<file path="src/filter_pkg.sv">
package filter_pkg;

    // audio samples and coefficients are both 16-bit two's complement.
    typedef logic signed [15:0] sample_t;    // signed audio sample.
    typedef logic signed [15:0] coef_t;      // signed Q2.14 coefficient.
    typedef logic signed [39:0] acc_t;       // holds five 32-bit products with room to spare.
    typedef logic [3:0]         coef_addr_t; // word address into the coefficient memory.

    localparam int COEF_FRAC         = 14;  // fractional bits of a Q2.14 coefficient.
    localparam int COEF_DEPTH        = 16;  // words in the coefficient memory.
    localparam int SECTION_STRIDE    = 8;   // address distance between two coefficient sets.
    localparam int COEFS_PER_SECTION = 5;   // b0, b1, b2, a1, a2 at offsets 0 to 4.

    localparam int SAMPLE_MAX = 32767;   // upper saturation limit.
    localparam int SAMPLE_MIN = -32768;  // lower saturation limit.

    // requester numbers used by the arbiter, in round-robin order.
    localparam logic [1:0] REQ_HOST = 2'd0;
    localparam logic [1:0] REQ_SEC0 = 2'd1;
    localparam logic [1:0] REQ_SEC1 = 2'd2;
    localparam int         NUM_REQ  = 3;

    // coefficient loader inside each biquad section.
    typedef enum logic [2:0] {
        LDR_IDLE,          // waiting for a rising edge on reload.
        LDR_REQUEST,       // raise req for the next word.
        LDR_WAIT_ACK,      // req is up, waiting for the arbiter.
        LDR_RELEASE,       // req is down, waiting for ack to fall.
        LDR_SWAP_PENDING   // shadow set complete, waiting for an empty pipeline.
    } loader_state_t;

    // coefficient memory arbiter.
    typedef enum logic [1:0] {
        ARB_IDLE,     // no access in progress.
        ARB_ACCESS,   // memory enabled, then one cycle for the read data.
        ARB_ACKED,    // ack is up, waiting for the winner to drop req.
        ARB_RELEASE   // ack is down, one cycle before the next grant.
    } arb_state_t;

endpackage

</file>
<file path="src/coef_bank.sv">
`timescale 1ns/10ps

// single-port coefficient memory.
// Writes take effect at the clock edge where en and we are both high.
// A read with en high and we low returns the word one cycle later on rdata.
module coef_bank (
    input  logic                   clk,
    input  logic                   en,     // access strobe from the arbiter.
    input  logic                   we,     // high for a host write, low for a loader read.
    input  filter_pkg::coef_addr_t addr,   // word address.
    input  filter_pkg::coef_t      wdata,  // write data from the host.
    output filter_pkg::coef_t      rdata   // read data, one cycle after the read strobe.
);

    filter_pkg::coef_t mem [filter_pkg::COEF_DEPTH]; // one word per coefficient slot.

    // write port.
    always_ff @(posedge clk) begin
        if (en && we) begin
            mem[addr] <= wdata;
        end
    end

    // read port. rdata keeps its value until the next read,
    // so the arbiter may sample it one cycle after the strobe.
    always_ff @(posedge clk) begin
        if (en && !we) begin
            rdata <= mem[addr];
        end
    end

endmodule

</file>
<file path="config.mk">
export PLATFORM = sky130hd
export DESIGN_NAME = coef_bank
export DESIGN_NICKNAME = d
export VERILOG_FILES = /design/src/filter_pkg.sv /design/src/coef_bank.sv
export SDC_FILE = /design/constraint.sdc
export NUM_CORES = 1
export LEC_CHECK = 0
export BUFFER_PORTS_ARGS = -buffer_cell sky130_fd_sc_hd__buf_2
export CAP_MARGIN = 20
export CORE_ASPECT_RATIO = 0.8
export CORE_MARGIN = 4
export CORE_UTILIZATION = 55
export CTS_CLUSTER_DIAMETER = 100
export DETAILED_ROUTE_END_ITERATION = 8
export HOLD_SLACK_MARGIN = 0.1
export PLACE_DENSITY = 0.79
export REMOVE_ABC_BUFFERS = 1
export SETUP_SLACK_MARGIN = 0.15
export SLEW_MARGIN = 20
export SYNTH_ARGS = -nofsm -noshare
export SYNTH_HDL_FRONTEND = slang
export SYNTH_SLANG_ARGS = --single-unit
</file>
<file path="constraint.sdc">
create_clock -name clk -period 3.1 [get_ports clk]
set_input_delay 0.62 -clock clk [delete_from_list [all_inputs] [get_ports clk]]
set_output_delay 0.62 -clock clk [all_outputs]
set_load 0.02 [all_outputs]
</file>
==> out/metrics.json <==
{
  "leakage": {"value": 3.82, "unit": "nW"},
  "relative_max_transition_margin": {"value": 0.362},
  "irDropWorstVdd": {"value": 0.461, "unit": "mV"},
  "worst_pin_slew": {"value": 0.957, "unit": "ns"},
  "timing.hold.worst.class": {"value": "in -> reg"},
  "gp_congestion": {"value": 0.788},
  "number_of_endpoints_with_negative_hold_slack_in_the_final_report": {"value": 0},
  "final-seq-area": {"value": 0.00817, "unit": "mm2"},
  "wl_per_cell": {"value": 26.0, "unit": "um"},
  "fin_crit_sh": {"value": 0.651},
  "max_capacitance_violation_count": {"value": 0},
  "cts.path.max_buffers": {"value": 3},
  "cts_tree": {"value": "built"},
  "drive_above_1_share": {"value": 0.380},
  "arrival": {"value": 2.27, "unit": "ns"},
  "congestion_overflow_gr": {"value": 0},
  "n_antenna_cell": {"value": 0},
  "cp_common_cell": {"value": "sky130_fd_sc_hd__buf_4"},
  "yosys_warning_total": {"value": 0},
  "syn_avg_cell_area": {"value": 23.4, "unit": "um2"},
  "synth_seq_area_share": {"value": 0.797},
  "mappedNetlistArea": {"value": 0.0103, "unit": "mm2"},
  "slew_violations": {"value": 0},
  "timing.rr.start": {"value": "mem[11][3]$_DFFE_PP_"},
  "status": {"value": "completed"},
  "tritoncts_num_sinks": {"value": 272},
  "area_occupied_by_multi_input_gates": {"value": 0.00197, "unit": "mm2"},
  "cts.htree.levels": {"value": 1},
  "io_pins": {"value": 39},
  "detail_route.drc_violations": {"value": 0},
  "grt_start_max_net_pins": {"value": 29},
  "fin_util": {"value": 0.645},
  "core_region_area": {"value": 0.0182, "unit": "mm2"},
  "crit_path_max_incr_delay": {"value": 0.52, "unit": "ns"},
  "regToRegSetupSlack": {"value": 1.61, "unit": "ns"},
  "final_net_count": {"value": 545},
  "die_footprint": {"value": 0.0209, "unit": "mm2"},
  "grt_pass1_vias": {"value": 4975},
  "hold_path_end": {"value": "mem[7][2]$_DFFE_PP_"},
  "numCtsBuffers": {"value": 25},
  "clkTransAtPathRegs": {"value": 0.06, "unit": "ns"},
  "crit_buf_inv": {"value": 2},
  "dieWidth": {"value": 161, "unit": "um"},
  "cp_data_required_time": {"value": 3.35, "unit": "ns"},
  "r2r.worst_path.cells": {"value": 3},
  "vias": {"value": 4886},
  "final-setup-viol-count": {"value": 0},
  "timing.rr.end": {"value": "rdata[3]$_DFFE_PP_"},
  "grt_pass1_wl": {"value": 31400, "unit": "um"},
  "pwr_density_cell": {"value": 616, "unit": "mW/mm2"},
  "clock_tree.root_cell": {"value": "sky130_fd_sc_hd__clkbuf_16"},
  "critical-path-slowest-cell": {"value": "sky130_fd_sc_hd__mux4_2"},
  "worstSetupStartpointType": {"value": "primary input"},
  "drt-pass1-iter-count": {"value": 5},
  "dr.first_iter.drc_count": {"value": 605},
  "floorplan.rows": {"value": 44},
  "period_minus_slack": {"value": 2.02, "unit": "ns"},
  "port_buffers": {"value": 38},
  "critPathCaptureType": {"value": "flop"},
  "min_path_cells": {"value": 1},
  "synth_cells": {"value": 438},
  "ys_seq_elements": {"value": 272},
  "routed_wirelength": {"value": 20700, "unit": "um"},
  "critical-path-top-delay-family": {"value": "buffers and inverters"},
  "timing.critical_path.cells": {"value": "buf_4 -> buf_4 -> mux4_2 -> a22oi_1 -> nand2_1"},
  "clock_skew": {"value": 0.0133, "unit": "ns"},
  "n_fill_cell": {"value": 1166},
  "setup_slack": {"value": 1.08, "unit": "ns"},
  "worst_setup_slack_before_clock_tree_synthesis": {"value": 0.506, "unit": "ns"},
  "cp_max_fo": {"value": 28},
  "cts.repair_timing.setup_buffer_count": {"value": 0},
  "grt_antenna_before_repair": {"value": 0},
  "initial_core_util": {"value": 0.563},
  "grt_usage": {"value": 0.203},
  "synthDistinctLibCells": {"value": 19},
  "hold_path_startpoint": {"value": "wdata[2]"},
  "ant_nets": {"value": 0},
  "cts.hold.buffers_added": {"value": 0},
  "chipHeight": {"value": 130, "unit": "um"},
  "syn2layout_area_growth": {"value": 14.6, "unit": "%"},
  "rsz0062_at_grt": {"value": "no"},
  "totalNegativeSetupSlack": {"value": 0, "unit": "ns"},
  "fmaxAchievable": {"value": 0.496, "unit": "GHz"},
  "detailedPlacementHpwl": {"value": 12600, "unit": "um"},
  "worstSkewPairLatency": {"value": 0.51, "unit": "ns"},
  "cts_resized": {"value": 0},
  "vias_per_cell": {"value": 6.16},
  "worst-setup-path-type": {"value": "in -> reg"}
}
-- kinds of logic (layout without fill, tap and decap cells) --
logic type,after synthesis,count (layout),synth area share
AOI/OAI and AO/OA,32,32,0.0264
buffers and inverters,25,127,0.0166
DFF,272,272,0.797
muxes,64,64,0.141
and+or+nand+nor,45,45,0.0199
-- per-layer routing --
metal | routed length [um] | up-vias | global-route usage
li1 | - | 2026 | -
met1 | 8270 | 2547 | 0.304
met2 | 9870 | 276 | 0.320
met3 | 2100 | 37 | 0.0401
met4 | 412 | 0 | 0.0465
met5 | 0 | - | 0
-- how the worst max path moves through the flow --
stage	from	endpoint	slack (ns)	cells after the start
floorplan	addr[1]	mem[0][0]$_DFFE_PP_	0.50	2
global placement	addr[0]	rdata[5]$_DFFE_PP_	0.52	5
detailed placement	addr[0]	rdata[5]$_DFFE_PP_	0.51	5
CTS	addr[0]	rdata[5]$_DFFE_PP_	1.04	5
global route	addr[0]	rdata[5]$_DFFE_PP_	0.94	5
finish	addr[0]	rdata[5]$_DFFE_PP_	1.08	5
-- cell usage after synthesis --
cell / instances / share of area
sky130_fd_sc_hd__edfxtp_1: 272 / 0.80
sky130_fd_sc_hd__mux4_2: 64 / 0.14
sky130_fd_sc_hd__a22oi_1: 26 / 0.019
sky130_fd_sc_hd__nand2_1: 18 / 0.0066
sky130_fd_sc_hd__nor2_1: 13 / 0.0048
sky130_fd_sc_hd__buf_2: 10 / 0.0049
sky130_fd_sc_hd__clkbuf_1: 8 / 0.0029
sky130_fd_sc_hd__a22oi_2: 6 / 0.0073
sky130_fd_sc_hd__nor3_1: 4 / 0.0020
sky130_fd_sc_hd__buf_12: 3 / 0.0059
sky130_fd_sc_hd__nor2b_1: 3 / 0.0018
sky130_fd_sc_hd__buf_4: 2 / 0.0015
sky130_fd_sc_hd__nand2b_1: 2 / 0.0012
sky130_fd_sc_hd__nand4b_1: 2 / 0.0017
sky130_fd_sc_hd__and2_1: 1 / 0.00061
sky130_fd_sc_hd__buf_1: 1 / 0.00037
sky130_fd_sc_hd__buf_6: 1 / 0.0011
sky130_fd_sc_hd__nand4_1: 1 / 0.00061
sky130_fd_sc_hd__or3_1: 1 / 0.00061
-- sequential cells by signal, summed over array words and instances (netlist names) --
name and flops:
mem 256, rdata 16
-- power by group --
part / internal [mW] / total, mW / switching [mW]
Sequential: 4.10 / 4.11 / 0.0123
Clock: 1.56 / 2.78 / 1.23
Combinational: 0.142 / 0.347 / 0.205
Total: 5.80 / 7.24 / 1.44
-- stage by stage --
stage	instance area [um2]	power [mW]	std cells	hold slack [ns]
4_1_cts	11800	7.31	793	0.475
5_1_grt	11800	7.50	793	0.487
3_5_place_dp	11000	4.54	748	0.728
3_3_place_gp	11000	4.53	748	0.727
2_1_floorplan	10100	4.36	413	0.710
6_report	11800	7.24	793	0.489
-- layout by cell type, fill, tap and decap left out, drive strengths merged --
| cell type | count |
|---|---|
| or3 | 1 |
| buf | 82 |
| nand2 | 18 |
| nand4 | 1 |
| a22oi | 32 |
| nand4b | 2 |
| mux4 | 64 |
| nor3 | 4 |
| nor2b | 3 |
| and2 | 1 |
| clkinv | 15 |
| bufinv | 1 |
| nand2b | 2 |
| clkbuf | 29 |
| edfxtp | 272 |
| nor2 | 13 |
-- layout make-up --
type / count / area share
sequential: 272 / 0.695
multi-input combinational: 141 / 0.168
clock buffer: 29 / 0.0545
timing repair buffer: 82 / 0.0477
tap: 253 / 0.0269
clock inverter: 16 / 0.00830
-- worst register-to-register path, delay by kind of cell (launching register included) --
| kind | cells | cell delay [ns] |
|---|---|---|
| AND/OR/NAND/NOR | 1 | 0.08 |
| flip-flops | 1 | 0.38 |
| multiplexers | 1 | 0.48 |
| AO/OA/AOI/OAI | 1 | 0.28 |
Note: power is estimated with default switching activity, not from simulation.
