===== src/filter_pkg.sv =====
package filter_pkg;

    // audio samples and coefficients are both 16-bit two's complement.
    typedef logic signed [15:0] sample_t;    // signed audio sample.
    typedef logic signed [15:0] coef_t;      // signed Q2.14 coefficient.
    typedef logic signed [39:0] acc_t;       // holds five 32-bit products with room to spare.
    typedef logic [3:0]         coef_addr_t; // word address into the coefficient memory.

    localparam int COEF_FRAC         = 14;  // fractional bits of a Q2.14 coefficient.
    localparam int COEF_DEPTH        = 16;  // words in the coefficient memory.
    localparam int SECTION_STRIDE    = 8;   // address distance between two coefficient sets.
    localparam int COEFS_PER_SECTION = 5;   // b0, b1, b2, a1, a2 at offsets 0 to 4.

    localparam int SAMPLE_MAX = 32767;   // upper saturation limit.
    localparam int SAMPLE_MIN = -32768;  // lower saturation limit.

    // requester numbers used by the arbiter, in round-robin order.
    localparam logic [1:0] REQ_HOST = 2'd0;
    localparam logic [1:0] REQ_SEC0 = 2'd1;
    localparam logic [1:0] REQ_SEC1 = 2'd2;
    localparam int         NUM_REQ  = 3;

    // coefficient loader inside each biquad section.
    typedef enum logic [2:0] {
        LDR_IDLE,          // waiting for a rising edge on reload.
        LDR_REQUEST,       // raise req for the next word.
        LDR_WAIT_ACK,      // req is up, waiting for the arbiter.
        LDR_RELEASE,       // req is down, waiting for ack to fall.
        LDR_SWAP_PENDING   // shadow set complete, waiting for an empty pipeline.
    } loader_state_t;

    // coefficient memory arbiter.
    typedef enum logic [1:0] {
        ARB_IDLE,     // no access in progress.
        ARB_ACCESS,   // memory enabled, then one cycle for the read data.
        ARB_ACKED,    // ack is up, waiting for the winner to drop req.
        ARB_RELEASE   // ack is down, one cycle before the next grant.
    } arb_state_t;

endpackage


===== src/biquad_section.sv =====
`timescale 1ns/10ps

// one direct-form-I biquad section.
// y[n] = b0*x[n] + b1*x[n-1] + b2*x[n-2] - a1*y[n-1] - a2*y[n-2], coefficients in Q2.14.
// The first pipeline stage registers the five products, the second registers the
// truncated and saturated sum. A loader fetches a new coefficient set into a shadow
// copy and swaps it in only while no sample is in the pipeline.
module biquad_section #(
    parameter int SECTION_BASE = 0   // address of b0 for this section.
) (
    input  logic                   clk,
    input  logic                   reset,
    input  logic                   reload,     // a rising edge starts a coefficient fetch.
    output logic                   busy,       // high until the new set is active.
    output logic                   ldr_req,
    output filter_pkg::coef_addr_t ldr_addr,
    input  logic                   ldr_ack,
    input  filter_pkg::coef_t      ldr_rdata,
    input  filter_pkg::sample_t    in,
    input  logic                   in_valid,
    output filter_pkg::sample_t    out,
    output logic                   out_valid   // single-cycle pulse, 2 cycles after in_valid.
);

    filter_pkg::loader_state_t state;
    logic       reload_q;   // last value of reload, for edge detection.
    logic       reload_rise;
    logic [2:0] idx;        // coefficient being fetched, 0 to 4.
    logic       pipe_empty; // no sample in either stage.

    // index 0 b0, 1 b1, 2 b2, 3 a1, 4 a2 in both sets.
    filter_pkg::coef_t shadow [filter_pkg::COEFS_PER_SECTION];
    filter_pkg::coef_t active [filter_pkg::COEFS_PER_SECTION];

    filter_pkg::sample_t x1, x2;   // x[n-1] and x[n-2].
    filter_pkg::sample_t y1, y2;   // y[n-1] and y[n-2].
    logic                valid_s1; // stage 1 holds a sample.

    filter_pkg::acc_t p_b0, p_b1, p_b2, p_a1, p_a2; // stage 1 products.
    filter_pkg::acc_t sum;
    filter_pkg::acc_t shifted;
    filter_pkg::sample_t sat;

    assign reload_rise = reload && !reload_q;
    assign pipe_empty  = !in_valid && !valid_s1 && !out_valid;

    always_ff @(posedge clk) begin
        if (reset) begin
            reload_q <= 1'b0;
        end else begin
            reload_q <= reload;
        end
    end

    // coefficient loader. Every word gets a full four-phase handshake.
    always_ff @(posedge clk) begin
        if (reset) begin
            state   <= filter_pkg::LDR_IDLE;
            busy    <= 1'b0;
            ldr_req <= 1'b0;
            idx     <= '0;
            for (int i = 0; i < filter_pkg::COEFS_PER_SECTION; i++) begin
                active[i] <= '0;   // the filter outputs zero until the first reload.
            end
        end else begin
            case (state)
                filter_pkg::LDR_IDLE: begin
                    if (reload_rise) begin
                        busy  <= 1'b1;
                        idx   <= '0;
                        state <= filter_pkg::LDR_REQUEST;
                    end
                end
                filter_pkg::LDR_REQUEST: begin
                    ldr_req <= 1'b1;   // address is already stable in ldr_addr.
                    state   <= filter_pkg::LDR_WAIT_ACK;
                end
                filter_pkg::LDR_WAIT_ACK: begin
                    if (ldr_ack) begin
                        shadow[idx] <= ldr_rdata;  // data is valid while ack is high.
                        ldr_req     <= 1'b0;
                        state       <= filter_pkg::LDR_RELEASE;
                    end
                end
                filter_pkg::LDR_RELEASE: begin
                    // a new req must wait for ack to fall.
                    if (!ldr_ack) begin
                        if (idx == 3'(filter_pkg::COEFS_PER_SECTION - 1)) begin
                            state <= filter_pkg::LDR_SWAP_PENDING;
                        end else begin
                            idx   <= idx + 3'd1;
                            state <= filter_pkg::LDR_REQUEST;
                        end
                    end
                end
                default: begin
                    // swap only between samples so no sample sees a mixed set.
                    if (pipe_empty) begin
                        active <= shadow;
                        busy   <= 1'b0;
                        state  <= filter_pkg::LDR_IDLE;
                    end
                end
            endcase
        end
    end

    // the word address follows idx, and it is settled before req goes up.
    always_ff @(posedge clk) begin
        ldr_addr <= filter_pkg::coef_addr_t'(SECTION_BASE + int'(idx));
    end

    // stage 1 products. Operands are widened to acc_t before the multiply.
    always_ff @(posedge clk) begin
        if (in_valid) begin
            p_b0 <= active[0] * in;
            p_b1 <= active[1] * x1;
            p_b2 <= active[2] * x2;
            p_a1 <= active[3] * y1;  // feedback uses the section's own last outputs.
            p_a2 <= active[4] * y2;
        end
    end

    // stage 2 arithmetic. Truncate the Q2.14 scaling, then clamp to 16 bits.
    always_comb begin
        sum     = p_b0 + p_b1 + p_b2 - p_a1 - p_a2;
        shifted = sum >>> filter_pkg::COEF_FRAC;   // arithmetic shift keeps the sign.
        if (shifted > filter_pkg::acc_t'(filter_pkg::SAMPLE_MAX)) begin
            sat = filter_pkg::sample_t'(filter_pkg::SAMPLE_MAX);
        end else if (shifted < filter_pkg::acc_t'(filter_pkg::SAMPLE_MIN)) begin
            sat = filter_pkg::sample_t'(filter_pkg::SAMPLE_MIN);
        end else begin
            sat = shifted[15:0];
        end
    end

    // valid chain and history. History moves only when a sample passes.
    always_ff @(posedge clk) begin
        if (reset) begin
            valid_s1  <= 1'b0;
            out_valid <= 1'b0;
            x1        <= '0;
            x2        <= '0;
            y1        <= '0;
            y2        <= '0;
        end else begin
            valid_s1  <= in_valid;
            out_valid <= valid_s1;
            if (in_valid) begin
                x1 <= in;
                x2 <= x1;
            end
            if (valid_s1) begin
                y1 <= sat;  // y1 doubles as the stage 2 output register.
                y2 <= y1;
            end
        end
    end

    assign out = y1;

endmodule


===== config.mk =====
export PLATFORM = sky130hd
export DESIGN_NAME = biquad_section
export DESIGN_NICKNAME = d
export VERILOG_FILES = /design/src/filter_pkg.sv /design/src/biquad_section.sv
export SDC_FILE = /design/constraint.sdc
export NUM_CORES = 2
export LEC_CHECK = 0
export BUFFER_PORTS_ARGS = -buffer_cell sky130_fd_sc_hd__buf_2
export CORE_AREA = 2 2 410 412
export DETAILED_ROUTE_END_ITERATION = 8
export DIE_AREA = 0 0 412 414
export GPL_TIMING_DRIVEN = 0
export SKIP_LAST_GASP = 1
export SYNTH_ARGS = -nofsm -noshare
export SYNTH_HDL_FRONTEND = slang
export SYNTH_SLANG_ARGS = --single-unit

===== constraint.sdc =====
create_clock -name clk -period 8.99 [get_ports clk]
set_input_delay 0.899 -clock clk [delete_from_list [all_inputs] [get_ports clk]]
set_output_delay 0.899 -clock clk [all_outputs]
set_load 0.005 [all_outputs]

==> results.py <==
metrics = {
    "run_status": {
        "outcome": "finished clean",
    },
    "timing": {
        "setup_viol": 0,
        "post-route-period-util_pct": 94.96,
        "post-route-worst-setup-slack_ns": 0.4531,
        "worst_pin_slew_ns": 1.303,
        "final.min_clock_period_ns": 8.537,
        "finClkSkew_ns": 0.03022,
        "rsz0062_at_grt": "no",
        "hold_ws_ns": 0.4365,
        "fmax_mhz": 117.1,
        "fin_tns_setup_ns": 0,
        "relSlewSlack_pct": 13.15,
        "final_max_slew_viol_count": 0,
        "final_hold_viol_count": 0,
    },
    "synthesis": {
        "synth_area_per_cell_um2": 9.670,
        "synth_cell_types": 78,
        "synthAdderAreaFrac_pct": 51.11,
        "yosys.area_share.simple_pct": 13.28,
        "postSynth.asyncResetShare_pct": 0,
        "ys_ff_latch": 398,
        "ys.flop_type": "edfxtp_1",
        "synth_mux_area_share_pct": 0.7425,
        "synth_area_um2": 66060,
        "synth_nets": 8722,
        "synth-compound-area-share_pct": 5.158,
        "synth_top_family_by_area": "adder cells",
        "yosysWarnings": 0,
        "synth_edf_count": 240,
        "yosysSeqAreaShare_pct": 15.70,
        "syn_inst": 6831,
        "synth_xor_area_share_pct": 2.663,
    },
    "clock_network": {
        "clock-sinks": 398,
        "numCtsBuffers": 45,
        "cts.repair.resized": 0,
        "cts_tree": "yes",
        "clockBufferDepth": 3,
        "clk_pin_slew_ns": 0.07,
        "cts_root_buffer": "clkbuf_16",
        "cts_setup_buffers": 0,
        "h-tree-depth": 2,
        "insertion_delay_ns": 0.61,
        "cts.hold.buffers_added": 0,
    },
    "placed_design": {
        "io_buffers": 52,
        "gp_routability_congestion": 0.9301,
        "hpwl_um": 155900,
        "place_ws_ns": 0.4164,
    },
    "critical_path": {
        "end_kind": "flop",
        "start_kind": "flop",
        "required_ns": 9.30,
        "crit_path_max_fanout": 10,
        "arrival_ns": 8.84,
        "critical_path_class": "flop to flop",
    },
    "power_and_ir_drop": {
        "leakage_nw": 31.75,
        "ir_drop_mv": 0.1702,
        "p_per_area_nw_per_um2": 100.6,
    },
    "min_path": {
        "hold_class": "flop to flop",
    },
    "cells_and_area": {
        "syn_to_final_growth_pct": 6.993,
        "regArea_um2": 10370,
        "drive_gt1_share_pct": 2.712,
        "multi_input_area_um2": 48200,
        "fillers": 16410,
        "layout_common_cells": "1,731 x inv_1, 1,407 x fa_1, 892 x nand2_1, 540 x and2_1, 447 x ha_1",
        "nets": 8825,
        "final_common_cell": "inv_1",
    },
    "die": {
        "die_w_um": 412,
        "fp.dieH_um": 414,
        "ios": 60,
        "rows": 150,
        "dieArea_um2": 170600,
        "coreArea_um2": 166300,
        "initial_core_util_pct": 39.73,
    },
    "drt": {
        "drcViolationCount": 0,
        "post_drt_wl_per_cell_um": 20.14,
        "via_per_inst": 4.958,
        "drt_iter0_drc": 3274,
        "drt-met1-wl_um": 78610,
        "antenna_left": 0,
        "top_layer_used": "met5",
        "firstDrtPassIters": 6,
        "dr_wl_met3_um": 13260,
        "met2_length_um": 87860,
        "vias": 45530,
        "routed_wl_um": 185000,
    },
    "global_routing": {
        "grt_use_total_pct": 22.32,
        "grt_pass1_wl_um": 290100,
        "antenna_found_initial": 24,
        "grt_pass1_vias": 48710,
        "grt_max_degree": 107,
        "grt_overflow": 0,
    },
    "job": {
        "maxCapViolCount": 0,
    },
}
## state kept, by name, summed over array words and instances, names as in the netlist
register	cells
active	80
busy	1
idx	3
ldr_addr	3
ldr_req	1
out	16
out_valid	1
p_a1	32
p_a2	32
p_b0	32
p_b1	32
p_b2	32
reload_q	1
shadow	80
state	3
valid_s1	1
x1	16
x2	16
y2	16
## synthesized netlist by cell type, drive strengths merged, types with 10 or more instances
library cell / number / area (um^2)
inv: 1731 / 6497
fa: 1407 / 28170
nand2: 892 / 3348
and2: 541 / 3386
ha: 447 / 5593
edfxtp: 240 / 7207
clkbuf: 237 / 919.6
a21oi: 219 / 1107
nor2: 169 / 634.4
dfxtp: 158 / 3163
xnor2: 157 / 1383
nand2b: 75 / 469.2
a21o: 71 / 534.3
o21ai: 62 / 310.3
mux2i: 49 / 490.5
xor2: 43 / 376.6
nand3: 34 / 180.2
nor3: 33 / 165.2
a211oi: 29 / 267.8
o21bai: 28 / 210.2
o211ai: 20 / 155.1
nor2b: 18 / 112.6
o21a: 17 / 127.6
and3: 15 / 93.84
or2: 12 / 75.07
a31oi: 11 / 68.82
or3: 10 / 62.56
## cells by family after synthesis
family,count (synthesis)
xor gates and xnor gates,200
other,1
buffers and inverters,1978
and+or+nand+nor,1830
adders and majority gates,1854
AOI/OAI and AO/OA,521
DFF,398
muxes,49
## through the flow
stage | cells | total power [mW] | area (um^2) | utilization (%)
2_1_floorplan | 6831 | 4.293 | 66060 | -
3_3_place_gp | 9087 | 5.179 | 69080 | 41.54
3_5_place_dp | 9091 | 5.202 | 69150 | 41.58
4_1_cts | 9174 | 7.117 | 70650 | 42.49
5_1_grt | 9176 | 7.519 | 70660 | 42.49
6_report | 9184 | 7.111 | 70680 | 42.50
## per-layer routing
layer  vias up  GRT usage (%)
li1      20440              -
met1     23450          30.63
met2      1379          36.66
met3       259          3.733
met4         2          5.679
met5         -              0
## worst max-delay path, cell delays in order (launching register included)
cell and delay (ns):
dfxtp_1 0.30, clkbuf_1 0.67, clkbuf_1 0.53, nand2_1 0.15, fa_1 0.53, inv_1 0.05, fa_1 0.49, inv_1 0.05
fa_1 0.54, inv_1 0.06, fa_1 0.47, inv_1 0.05, fa_1 0.47, inv_1 0.06, fa_1 0.36, ha_1 0.37
a21o_1 0.18, a21o_1 0.17, a21oi_1 0.41, nand2b_1 0.10, a2111oi_0 0.92, o31ai_1 0.33, nor4_1 0.31, o41ai_1 0.16
a21oi_1 0.19, xnor2_1 0.34
## power by group
group | leakage [nW] | switching, mW | internal, mW
registers | 3.64 | 0.166 | 2.03
clock network | 0.744 | 0.846 | 1.04
logic | 27.4 | 1.89 | 1.13
## layout make-up
class                   instances  share of cell area [%]
diodes                         10                 0.03541
flip-flops and latches        398                   14.67
clock inverters                23                  0.2850
clock buffers                  60                   1.848
multi-input cells            4455                   68.20
inverters                    1731                   9.193
well taps                    2204                   3.902
plain buffers                 247                   1.414
repair buffers                 56                  0.4532
## final timing paths
| kind | from | cells after the start | end | slack [ns] |
|---|---|---|---|---|
| max | x1[8] | 25 | p_b1[38] | 0.45 |
| min | idx[2] | 0 | ldr_addr[2] | 0.44 |
| max reg2reg | x1[8] | 25 | p_b1[38] | 0.45 |
| min reg2reg | idx[2] | 0 | ldr_addr[2] | 0.44 |
No activity file was read; power rests on OpenSTA's default activity.
