==> src/filter_pkg.sv <==
package filter_pkg;

    // audio samples and coefficients are both 16-bit two's complement.
    typedef logic signed [15:0] sample_t;    // signed audio sample.
    typedef logic signed [15:0] coef_t;      // signed Q2.14 coefficient.
    typedef logic signed [39:0] acc_t;       // holds five 32-bit products with room to spare.
    typedef logic [3:0]         coef_addr_t; // word address into the coefficient memory.

    localparam int COEF_FRAC         = 14;  // fractional bits of a Q2.14 coefficient.
    localparam int COEF_DEPTH        = 16;  // words in the coefficient memory.
    localparam int SECTION_STRIDE    = 8;   // address distance between two coefficient sets.
    localparam int COEFS_PER_SECTION = 5;   // b0, b1, b2, a1, a2 at offsets 0 to 4.

    localparam int SAMPLE_MAX = 32767;   // upper saturation limit.
    localparam int SAMPLE_MIN = -32768;  // lower saturation limit.

    // requester numbers used by the arbiter, in round-robin order.
    localparam logic [1:0] REQ_HOST = 2'd0;
    localparam logic [1:0] REQ_SEC0 = 2'd1;
    localparam logic [1:0] REQ_SEC1 = 2'd2;
    localparam int         NUM_REQ  = 3;

    // coefficient loader inside each biquad section.
    typedef enum logic [2:0] {
        LDR_IDLE,          // waiting for a rising edge on reload.
        LDR_REQUEST,       // raise req for the next word.
        LDR_WAIT_ACK,      // req is up, waiting for the arbiter.
        LDR_RELEASE,       // req is down, waiting for ack to fall.
        LDR_SWAP_PENDING   // shadow set complete, waiting for an empty pipeline.
    } loader_state_t;

    // coefficient memory arbiter.
    typedef enum logic [1:0] {
        ARB_IDLE,     // no access in progress.
        ARB_ACCESS,   // memory enabled, then one cycle for the read data.
        ARB_ACKED,    // ack is up, waiting for the winner to drop req.
        ARB_RELEASE   // ack is down, one cycle before the next grant.
    } arb_state_t;

endpackage

==> src/coef_arbiter.sv <==
`timescale 1ns/10ps

// round-robin arbiter between the host writer and the two section loaders.
// Each peer uses a four-phase req/ack handshake. One access is served at a time,
// and after it completes the next grant goes to the peer after the last one served.
module coef_arbiter (
    input  logic                   clk,
    input  logic                   reset,
    input  logic                   host_req,    // host write request.
    input  filter_pkg::coef_addr_t host_addr,
    input  filter_pkg::coef_t      host_wdata,
    output logic                   host_ack,
    input  logic [1:0]             ldr_req,     // one read request per section loader.
    input  filter_pkg::coef_addr_t ldr_addr0,
    input  filter_pkg::coef_addr_t ldr_addr1,
    output logic [1:0]             ldr_ack,
    output filter_pkg::coef_t      ldr_rdata,   // held stable while ack is high.
    output logic                   mem_en,
    output logic                   mem_we,
    output filter_pkg::coef_addr_t mem_addr,
    output filter_pkg::coef_t      mem_wdata,
    input  filter_pkg::coef_t      mem_rdata
);

    filter_pkg::arb_state_t state;
    logic [2:0] req_vec;     // bit 0 host, bit 1 section 0, bit 2 section 1.
    logic [1:0] grant_q;     // requester being served.
    logic [1:0] last_q;      // requester served most recently.
    logic       ack_q;       // ack for whoever holds the grant.
    logic [1:0] pick;        // next winner in round-robin order.
    logic       pick_valid;  // high when any peer is requesting.

    assign req_vec = {ldr_req, host_req};

    // search the peers starting at the one after last_q. The loop runs backwards
    // so the nearest requester in round-robin order is written last and wins.
    always_comb begin
        int unsigned cand;
        pick       = last_q;
        pick_valid = 1'b0;
        for (int i = filter_pkg::NUM_REQ; i >= 1; i--) begin
            cand = (int'(last_q) + i) % filter_pkg::NUM_REQ;
            if (req_vec[cand]) begin
                pick       = 2'(cand);
                pick_valid = 1'b1;
            end
        end
    end

    always_ff @(posedge clk) begin
        if (reset) begin
            state   <= filter_pkg::ARB_IDLE;
            grant_q <= filter_pkg::REQ_HOST;
            last_q  <= filter_pkg::REQ_SEC1; // so the host comes first after reset.
            ack_q   <= 1'b0;
            mem_en  <= 1'b0;
        end else begin
            case (state)
                filter_pkg::ARB_IDLE: begin
                    if (pick_valid) begin
                        grant_q <= pick;
                        last_q  <= pick;   // the round-robin order moves on at grant.
                        mem_en  <= 1'b1;
                        state   <= filter_pkg::ARB_ACCESS;
                    end
                end
                filter_pkg::ARB_ACCESS: begin
                    if (mem_en) begin
                        mem_en <= 1'b0;    // memory takes the access at this edge.
                    end else begin
                        ack_q <= 1'b1;     // read data is on mem_rdata by now.
                        state <= filter_pkg::ARB_ACKED;
                    end
                end
                filter_pkg::ARB_ACKED: begin
                    if (!req_vec[grant_q]) begin
                        ack_q <= 1'b0;     // phase 4 of the handshake.
                        state <= filter_pkg::ARB_RELEASE;
                    end
                end
                default: begin
                    state <= filter_pkg::ARB_IDLE; // one quiet cycle with ack low.
                end
            endcase
        end
    end

    // address, data and direction are latched once at grant and held through the access.
    always_ff @(posedge clk) begin
        if (state == filter_pkg::ARB_IDLE && pick_valid) begin
            mem_we    <= (pick == filter_pkg::REQ_HOST);
            mem_wdata <= host_wdata;
            case (pick)
                filter_pkg::REQ_HOST: mem_addr <= host_addr;
                filter_pkg::REQ_SEC0: mem_addr <= ldr_addr0;
                default:              mem_addr <= ldr_addr1;
            endcase
        end
    end

    // capture the read word in the same edge that raises ack.
    always_ff @(posedge clk) begin
        if (state == filter_pkg::ARB_ACCESS && !mem_en) begin
            ldr_rdata <= mem_rdata;
        end
    end

    // only the winner sees ack.
    assign host_ack   = ack_q && (grant_q == filter_pkg::REQ_HOST);
    assign ldr_ack[0] = ack_q && (grant_q == filter_pkg::REQ_SEC0);
    assign ldr_ack[1] = ack_q && (grant_q == filter_pkg::REQ_SEC1);

endmodule

==> config.mk <==
export PLATFORM = sky130hd
export DESIGN_NAME = coef_arbiter
export DESIGN_NICKNAME = d
export VERILOG_FILES = /design/src/filter_pkg.sv /design/src/coef_arbiter.sv
export SDC_FILE = /design/constraint.sdc
export NUM_CORES = 1
export LEC_CHECK = 0
export BUFFER_PORTS_ARGS = -buffer_cell sky130_fd_sc_hd__buf_2
export CORE_MARGIN = 3
export CORE_UTILIZATION = 45
export CTS_CLUSTER_DIAMETER = 200
export CTS_CLUSTER_SIZE = 30
export DETAILED_ROUTE_END_ITERATION = 16
export MAX_ROUTING_LAYER = met4
export PLACE_DENSITY = 0.79
export SLEW_MARGIN = 30
export SYNTH_ARGS = -nofsm -noshare
export SYNTH_HDL_FRONTEND = slang
export SYNTH_SLANG_ARGS = --single-unit
==> constraint.sdc <==
create_clock -name clk -period 6.16 [get_ports clk]
set_input_delay 0.308 -clock clk [delete_from_list [all_inputs] [get_ports clk]]
set_output_delay 0.308 -clock clk [all_outputs]
set_load 0.005 [all_outputs]
==> summary.md, run 1 <==
| Metric | Value |
|---|---|
| Slew Limit Fails | `0` |
| GR Util All Layers | `17.49%` |
| CTS tree | `done` |
| Antenna violations before repair | `0` |
| Final hold viol count | `0` |
| Clk_skew | `0.004723 ns` |
| Worst setup startpoint | `grant_q[0]` |
| Die ar. | `5349 sq um` |
| Worst setup endpoint | `mem_addr[2]` |
| DRC viols | `0` |
| Antenna cells | `0` |
| Critical Path End Type | `flop` |
| Status | `complete, no violations` |
| CTS clk-pin slew, worst paths | `0.08 ns` |
| Worst-margin pin slew | `0.8061 ns` |
| Yosys warns | `0` |
| Syn_nets | `206` |
| Placed cell area | `2500 sq um` |
| Placeable Area | `4173 sq um` |
| I/O Pins | `90` |
| Die height | `73.14 um` |
| P_sw | `0.4800 mW` |
| P&R area growth vs syn | `29.61%` |
| Largest net degree at the start of global routing | `24` |
| Routed Antenna Nets | `0` |
| Synth cell types | `45` |
| Reg power frac | `38.9%` |
| Fin crit share | `50.22%` |
| Post-synth top area share | `54.78%` |
| Clock power frac | `17.8%` |
| Clk root buf | `clkbuf_8` |
| Fin nets | `297` |
| Max cap viols | `0` |
| Setup violators final | `0` |
| Starting density of the core | `48.61%` |
| First-pass DRT Iterations | `4` |
| CTS hold repair buffers | `0` |
| Reg2reg end | `mem_addr[2]` |
| Final WS setup | `3.067 ns` |
| Final TNS setup | `0 ns` |
| Global-route wire length before repair | `7058 um` |
| CP Cell Sequence | `inv_1, ha_1, nor2b_1, o31a_1, o221ai_1, and3_1, o311ai_2` |
| CP bufs+invs | `1` |
| Crit-path slowest cell | `o221ai_1` |
| Average cell area after synthesis | `13.52 sq um` |
| CP delay by family, top | `compound AO/OA/AOI/OAI gates` |
| Global route total overflow | `0` |
| Layout cell share with drive strength beyond 1 | `44.81%` |
| Layout Cells excl Fill | `291` |
| Max Root-Sink Buffers | `2` |
| Starting DRC count in detailed routing | `98` |
| CP Max Fanout | `14` |
| Worst Hold Class | `input port to flop` |
| Crit path time final | `3.093 ns` |
| Vias in the first global route | `1,457` |
| Row Count | `23` |
| Synth top area cells | `edfxtp_1, dfxtp_1, ha_1` |
| Routed wire per std cell | `15.83 um` |
| Core Util, Final | `63.00%` |
| Top_reg_cell synth | `edfxtp_1` |
| Peak supply drop | `0.2543 mV` |
| Asr flop ratio synth | `0%` |
| RSZ-0062 raised after global routing | `false` |
| Fin area | `2629 sq um` |
| Fillers | `295` |
| Req. time, crit path | `6.18 ns` |
| Sink Count | `44` |
| Die Width | `73.14 um` |
| IO buf count | `89` |
| Seq cells post-synth | `44` |
| Post-synth EDFFs | `37` |
| Largest area contributor in the netlist | `edfxtp_1` |
| Place WS | `3.131 ns` |
| Worst r2r src | `grant_q[0]` |
| Top-count cell post-synth | `edfxtp_1` |
| HPWL after DPL | `3578 um` |
| Top cells by count, synth | `edfxtp_1, inv_1, nand4_1, o21ai_0` |
| Design Power | `1.385 mW` |
| R2R setup slack | `3.07 ns` |
| Sequential area share after synthesis | `61.69%` |
| Critical path's largest stage delay | `0.64 ns` |
| CTS buffer count | `5` |
| WP depth | `7` |
| Final wirelength | `4607 um` |
| Reg2Reg Depth | `7` |
| Leakage | `1.135 nW` |
| Cell count after synthesis | `150` |
| Skew-Pair Late Insertion Delay | `0.28 ns` |
| Fmax achieved | `323.3 MHz` |
| Placed cells | `284` |
| Logic gate share of total power | `43.3%` |
| Cell Area, Synth | `2028 sq um` |
| Switching Fraction | `34.66%` |
| PwrDens | `526.8 nW/um^2` |
| Startpoint Class | `flop` |
| Post_cts resized | `0` |
| Via count | `1,576` |
| H-tree depth | `2` |
| Relative slew margins | `46.20%` |
| Int Power | `0.9049 mW` |
| Via density | `5.416` |
| Setup Crit Path Kind | `flop to flop` |
| WHS | `0.1927 ns` |
| Placer Congestion | `0.9000` |
| Post-CTS setup repair buffer count | `0` |
| Worst path arrival time | `3.12 ns` |
## state kept, by name, summed over array words and instances (netlist names)
register / count
ldr_rdata: 16
mem_wdata: 16
mem_addr: 4
grant_q: 2
state: 2
ack_q: 1
last_q: 1
mem_en: 1
mem_we: 1
## area by class of cell
type / count / area (sq um) / area share, %
clock buffer: 5 / 68.82 / 2.618
multi-input combinational: 89 / 691.9 / 26.32
timing repair buffer: 90 / 452.9 / 17.23
tap: 50 / 62.56 / 2.380
clock inverter: 2 / 60.06 / 2.285
sequential: 44 / 1251 / 47.60
inverter: 11 / 41.29 / 1.571
## power groups by stage
stage / sequential [mW] / combinational (mW) / clock (mW)
2_1_floorplan: 0.555 / 0.404 / 0
3_3_place_gp: 0.541 / 0.586 / 0
3_5_place_dp: 0.546 / 0.600 / 0
4_1_cts: 0.540 / 0.603 / 0.251
5_1_grt: 0.550 / 0.669 / 0.265
6_report: 0.538 / 0.600 / 0.247
## layout by cell type, fill, tap and decap left out, types with 2 or more instances in the layout
cell and count:
a21oi_1 6, a22oi_1 2, and2_1 3, and3_1 2, buf_2 89, bufinv_16 2
clkbuf_8 5, dfxtp_1 7, edfxtp_1 37, ha_1 7, inv_1 11, mux2i_1 3
nand2_1 3, nand2b_1 5, nand3b_1 3, nand4_1 8, nor2_1 2, nor2b_1 4
nor3b_1 4, o211ai_1 3, o21ai_0 8, o311ai_2 4
## kinds of logic after synthesis
logic type / Yosys count / share of synthesized area, %
DFF: 44 / 61.69
AOI/OAI and AO/OA: 40 / 15.61
and+or+nand+nor: 39 / 12.71
buffers and inverters: 17 / 4.195
adders and majority gates: 7 / 4.318
muxes: 3 / 1.481
## worst reg2reg max path: cells and delay by family, from the launching register on
family / cells / cell delay [ns]
flip-flops: 1 / 0.49
adder cells (fa/ha/maj): 1 / 0.50
AND/OR/NAND/NOR: 2 / 0.64
AO/OA/AOI/OAI: 3 / 1.05
buffers and inverters: 1 / 0.16
## worst min path at each step
| stage | start | to | cells past startpoint |
|---|---|---|---|
| global route | host_wdata[14] | mem_wdata[14] | 1 |
| detailed placement | host_wdata[14] | mem_wdata[14] | 1 |
| CTS | host_wdata[14] | mem_wdata[14] | 1 |
| finish | mem_rdata[4] | ldr_rdata[4] | 1 |
| floorplan | reset | ack_q | 1 |
| global placement | mem_rdata[4] | ldr_rdata[4] | 1 |
## routing by layer
layer	GRT usage (%)	vias up	part of all wire, %
met1	21.24	735	38
met3	3.306	8	11
li1	-	757	-
met4	6.148	0	1.2
met5	-	-	0
met2	29.00	76	50
Note: power is estimated with default switching activity, not from simulation.
==> run 2: changes to the inputs <==
--- a/config.mk
+++ b/config.mk
@@ -5,14 +5,15 @@
 export SDC_FILE = /design/constraint.sdc
 export NUM_CORES = 1
 export LEC_CHECK = 0
+export ABC_AREA = 1
 export BUFFER_PORTS_ARGS = -buffer_cell sky130_fd_sc_hd__buf_2
 export CORE_MARGIN = 3
-export CORE_UTILIZATION = 45
+export CORE_UTILIZATION = 41
 export CTS_CLUSTER_DIAMETER = 200
 export CTS_CLUSTER_SIZE = 30
 export DETAILED_ROUTE_END_ITERATION = 16
 export MAX_ROUTING_LAYER = met4
-export PLACE_DENSITY = 0.79
+export PLACE_DENSITY = 0.77
 export SLEW_MARGIN = 30
 export SYNTH_ARGS = -nofsm -noshare
 export SYNTH_HDL_FRONTEND = slang
==> constraint.sdc (replaced) <==
create_clock -name clk -period 2.72 [get_ports clk]
set_input_delay 0.136 -clock clk [delete_from_list [all_inputs] [get_ports clk]]
set_output_delay 0.136 -clock clk [all_outputs]
set_load 0.005 [all_outputs]
==> run 2 against run 1 <==
Effect of this change: critical path depth is 4 higher; sequential cell count unchanged; count of clock-buffer cells in the layout is 3 higher; global-route usage down 0.41 points; highest routed layer unchanged; register-to-register slack got worse by 2.6 ns; largest power group unchanged; first-iteration DRC count fell by 11%.
==> summary.md, run 2 <==
| Metric | Value |
|---|---|
| Status | `complete, no violations` |
| Met3 routed WL | `555 um (+11%)` |
| Syn_nets | `217 (+5.3%)` |
| Clk_skew | `0.005693 ns (+0.0009704 ns)` |
| Worst Hold End | `mem_wdata[5]` |
| Routed Antenna Nets | `0 (unchanged)` |
| Top-count cell post-synth | `edfxtp_1` |
| Layout cell share with drive strength beyond 1 | `45.35% (+0.54 points)` |
| HPWL after DPL | `3751 um (+4.8%)` |
| Placed cells | `302 (+6.3%)` |
| Placer Congestion | `0.9242 (+2.7%)` |
| Antenna violations before repair | `0 (unchanged)` |
| P_sw | `1.206 mW (+150%)` |
| DRC viols | `0 (unchanged)` |
| CTS hold repair buffers | `0 (unchanged)` |
| Die height | `74.20 um (+1.4%)` |
| Max Root-Sink Buffers | `2 (unchanged)` |
| Sink Count | `44 (unchanged)` |
| CTS clk-pin slew, worst paths | `0.08 ns (about the same)` |
| Post-synthesis mux area share | `0% (-1.5 points)` |
| Leakage | `1.158 nW (+2.0%)` |
| Post-Route M1 WL | `1720 um (-1.1%)` |
| Starting density of the core | `43.20% (-5.4 points)` |
| WHS | `0.02246 ns (-0.1703 ns)` |
| Largest area contributor in the netlist | `edfxtp_1` |
| Place WS | `0.4544 ns (-2.676 ns)` |
| Clock power frac | `12.5% (-5.3 points)` |
| Top cells by count, synth | `edfxtp_1, nand3_1, nand2_1, inv_1` |
| IO buf count | `89 (unchanged)` |
| Switching Fraction | `40.15% (+5.5 points)` |
| Critical Path End Type | `flop` |
| CTS tree | `done` |
| Relative slew margins | `68.29% (+22 points)` |
| Startpoint Class | `flop` |
| Via count | `1,545 (-2.0%)` |
| Reg power frac | `40.0% (+1.1 points)` |
| Synth cell types | `23 (-49%)` |
| Peak supply drop | `0.5237 mV (+110%)` |
| Global-route wire length before repair | `6844 um (-3.0%)` |
| Reg2reg end | `mem_wdata[4]` |
| Starting DRC count in detailed routing | `87 (-11%)` |
| Antenna cells | `0 (unchanged)` |
| Layout Cells excl Fill | `310 (+6.5%)` |
| First-pass DRT Iterations | `4 (unchanged)` |
| Adder-cell share of the synthesized area | `4.593% (+0.27 points)` |
| Highest routed layer | `met4` |
| Die ar. | `5505 sq um (+2.9%)` |
| Placeable Area | `4414 sq um (+5.8%)` |
| R2R setup slack | `0.45 ns (-2.62 ns)` |
| Final wirelength | `4654 um (+1.0%)` |
| Vias in the first global route | `1,396 (-4.2%)` |
| Seq cells post-synth | `44 (unchanged)` |
| Worst r2r src | `grant_q[0]` |
| Slew Limit Fails | `0 (unchanged)` |
| Global route total overflow | `0 (unchanged)` |
| Crit path time final | `2.273 ns (-0.8206 ns)` |
| Top_reg_cell synth | `edfxtp_1` |
| I/O Pins | `90 (unchanged)` |
| Worst hold stages | `1 (unchanged)` |
| Setup violators final | `0 (unchanged)` |
| Simple-Gate Fraction of Synth Area | `19.49% (+6.8 points)` |
| Synth Area in Compound Gates | `5.774% (-9.8 points)` |
| Sequential area share after synthesis | `65.62% (+3.9 points)` |
| P&R area growth vs syn | `30.77%` |
| Reg2Reg Depth | `11 (+4)` |
| Final hold viol count | `0 (unchanged)` |
| H-tree depth | `2 (unchanged)` |
| Cell count after synthesis | `161 (+7.3%)` |
| Cell Area, Synth | `1907 sq um (-6.0%)` |
| Average cell area after synthesis | `11.84 sq um (-12%)` |
| RSZ-0062 raised after global routing | `false` |
| Post-synth top area share | `58.27% (+3.5 points)` |
| CTS buffer count | `5 (unchanged)` |
| PwrDens | `1204 nW/um^2 (+130%)` |
| Post-CTS setup repair buffer count | `0 (unchanged)` |
| Regs by FF count | `ldr_rdata x16, mem_wdata x16, mem_addr x4` |
| Worst Hold Class | `input port to flop` |
| Post-synth EDFFs | `37 (unchanged)` |
| Req. time, crit path | `2.65 ns (-3.53 ns)` |
| Hold Startpoint | `host_wdata[5]` |
| Fin nets | `313 (+5.4%)` |
| Most frequent cells in the layout | `buf_2, edfxtp_1, nand3_1, nand2_1, inv_1` |
| Skew-Pair Late Insertion Delay | `0.29 ns (about the same)` |
| Logic gate share of total power | `47.5% (+4.2 points)` |
| Asr flop ratio synth | `0% (unchanged)` |
| Max cap viols | `0 (unchanged)` |
| Synth top area cells | `edfxtp_1, dfxtp_1, nand3_1` |
| Yosys warns | `0 (unchanged)` |
| Final TNS setup | `0 ns (unchanged)` |
| Fmax achieved | `440.0 MHz (+36%)` |
| Post_cts resized | `0 (unchanged)` |
| Final WS setup | `0.4473 ns (-2.619 ns)` |
| Via density | `4.984 (-8.0%)` |
| Xor/xnor cell area share of the yosys netlist | `0% (unchanged)` |
| GR Util All Layers | `17.08% (-0.41 points)` |
| Most common cell after layout, fill and taps aside | `buf_2` |
| Routed length on met2 | `2307 um (-0.13%)` |
| Largest family of logic cells by synthesized area | `simple AND/OR/NAND/NOR gates` |
| Largest net degree at the start of global routing | `26 (+8.3%)` |
| Fin crit share | `83.56% (+33 points)` |
| Setup Crit Path Kind | `flop to flop` |
| Clk root buf | `clkbuf_8` |
| Worst path arrival time | `2.20 ns (-0.92 ns)` |
| Row Count | `24 (+4.3%)` |
| Routed wire per std cell | `15.01 um (-5.2%)` |
| Die Width | `74.20 um (+1.4%)` |
| Int Power | `1.798 mW (+99%)` |
| CP Max Fanout | `25 (+11)` |
| Worst-margin pin slew | `0.4750 ns (-0.3312 ns)` |
-- run 2: cell types whose count changed after synthesis, sizes merged, moves of 5 or more --
| cell | change |
|---|---|
| nand2b | -5 |
| nand3 | +30 |
| inv | +9 |
| nand2 | +29 |
-- run 2: area by class of cell --
cell class | count | area [sq um]
Tap cell | 52 | 65.06
Sequential cell | 44 | 1251
Inverter | 20 | 75.07
Timing Repair Buffer | 90 | 452.9
Multi-Input combinational cell | 96 | 569.3
Clock buffer | 8 | 80.08
Fill cell | 361 | 1921
-- run 2: how the worst max path moves through the flow --
| stage | startpoint | to | depth (start not counted) |
|---|---|---|---|
| 2_1_floorplan | grant_q[0] | mem_addr[0] | 11 |
| 3_3_place_gp | grant_q[0] | mem_wdata[7] | 11 |
| 3_5_place_dp | grant_q[0] | mem_addr[2] | 12 |
| 4_1_cts | grant_q[0] | mem_wdata[4] | 11 |
| 5_1_grt | grant_q[0] | mem_en | 13 |
| 6_report | grant_q[0] | mem_wdata[4] | 11 |
-- run 2: kinds of logic (layout without fill, tap and decap cells) --
| kind of cell | Yosys count | after routing |
|---|---|---|
| flops | 44 | 44 |
| simple gates | 73 | 73 |
| buf+inv | 21 | 118 |
| compound gates | 16 | 16 |
| fa+ha+maj | 7 | 7 |
-- run 2: worst max-delay path, cell delays in order, from the launching register on --
cell	delay, ns
dfxtp_1	0.45
inv_2	0.10
ha_1	0.36
inv_1	0.16
nand2_1	0.08
nand3_2	0.08
nand2_2	0.08
nand2_2	0.07
inv_2	0.05
nand2_2	0.06
nand2_2	0.06
inv_2	0.36
-- run 2: routing by layer --
| metal | vias to the layer above | track usage [%] |
|---|---|---|
| li1 | 759 | - |
| met1 | 704 | 20.00 |
| met2 | 77 | 28.94 |
| met3 | 5 | 3.649 |
| met4 | 0 | 6.036 |
| met5 | - | - |
-- run 2: stage by stage --
stage	instance area, sq um	util, %	power [mW]
6_report	2494	56.49	3.003
5_1_grt	2494	56.49	3.255
4_1_cts	2494	56.49	3.027
3_5_place_dp	2414	54.68	2.648
3_3_place_gp	2414	54.68	2.587
2_1_floorplan	1907	-	2.207
-- run 2: power groups by stage --
stage | sequential [mW] | clock, mW | combinational [mW]
after global placement | 1.21 | 0 | 1.38
after CTS | 1.20 | 0.386 | 1.44
after global routing | 1.23 | 0.413 | 1.61
after floorplan | 1.24 | 0 | 0.970
after detailed placement | 1.22 | 0 | 1.43
final | 1.20 | 0.375 | 1.43
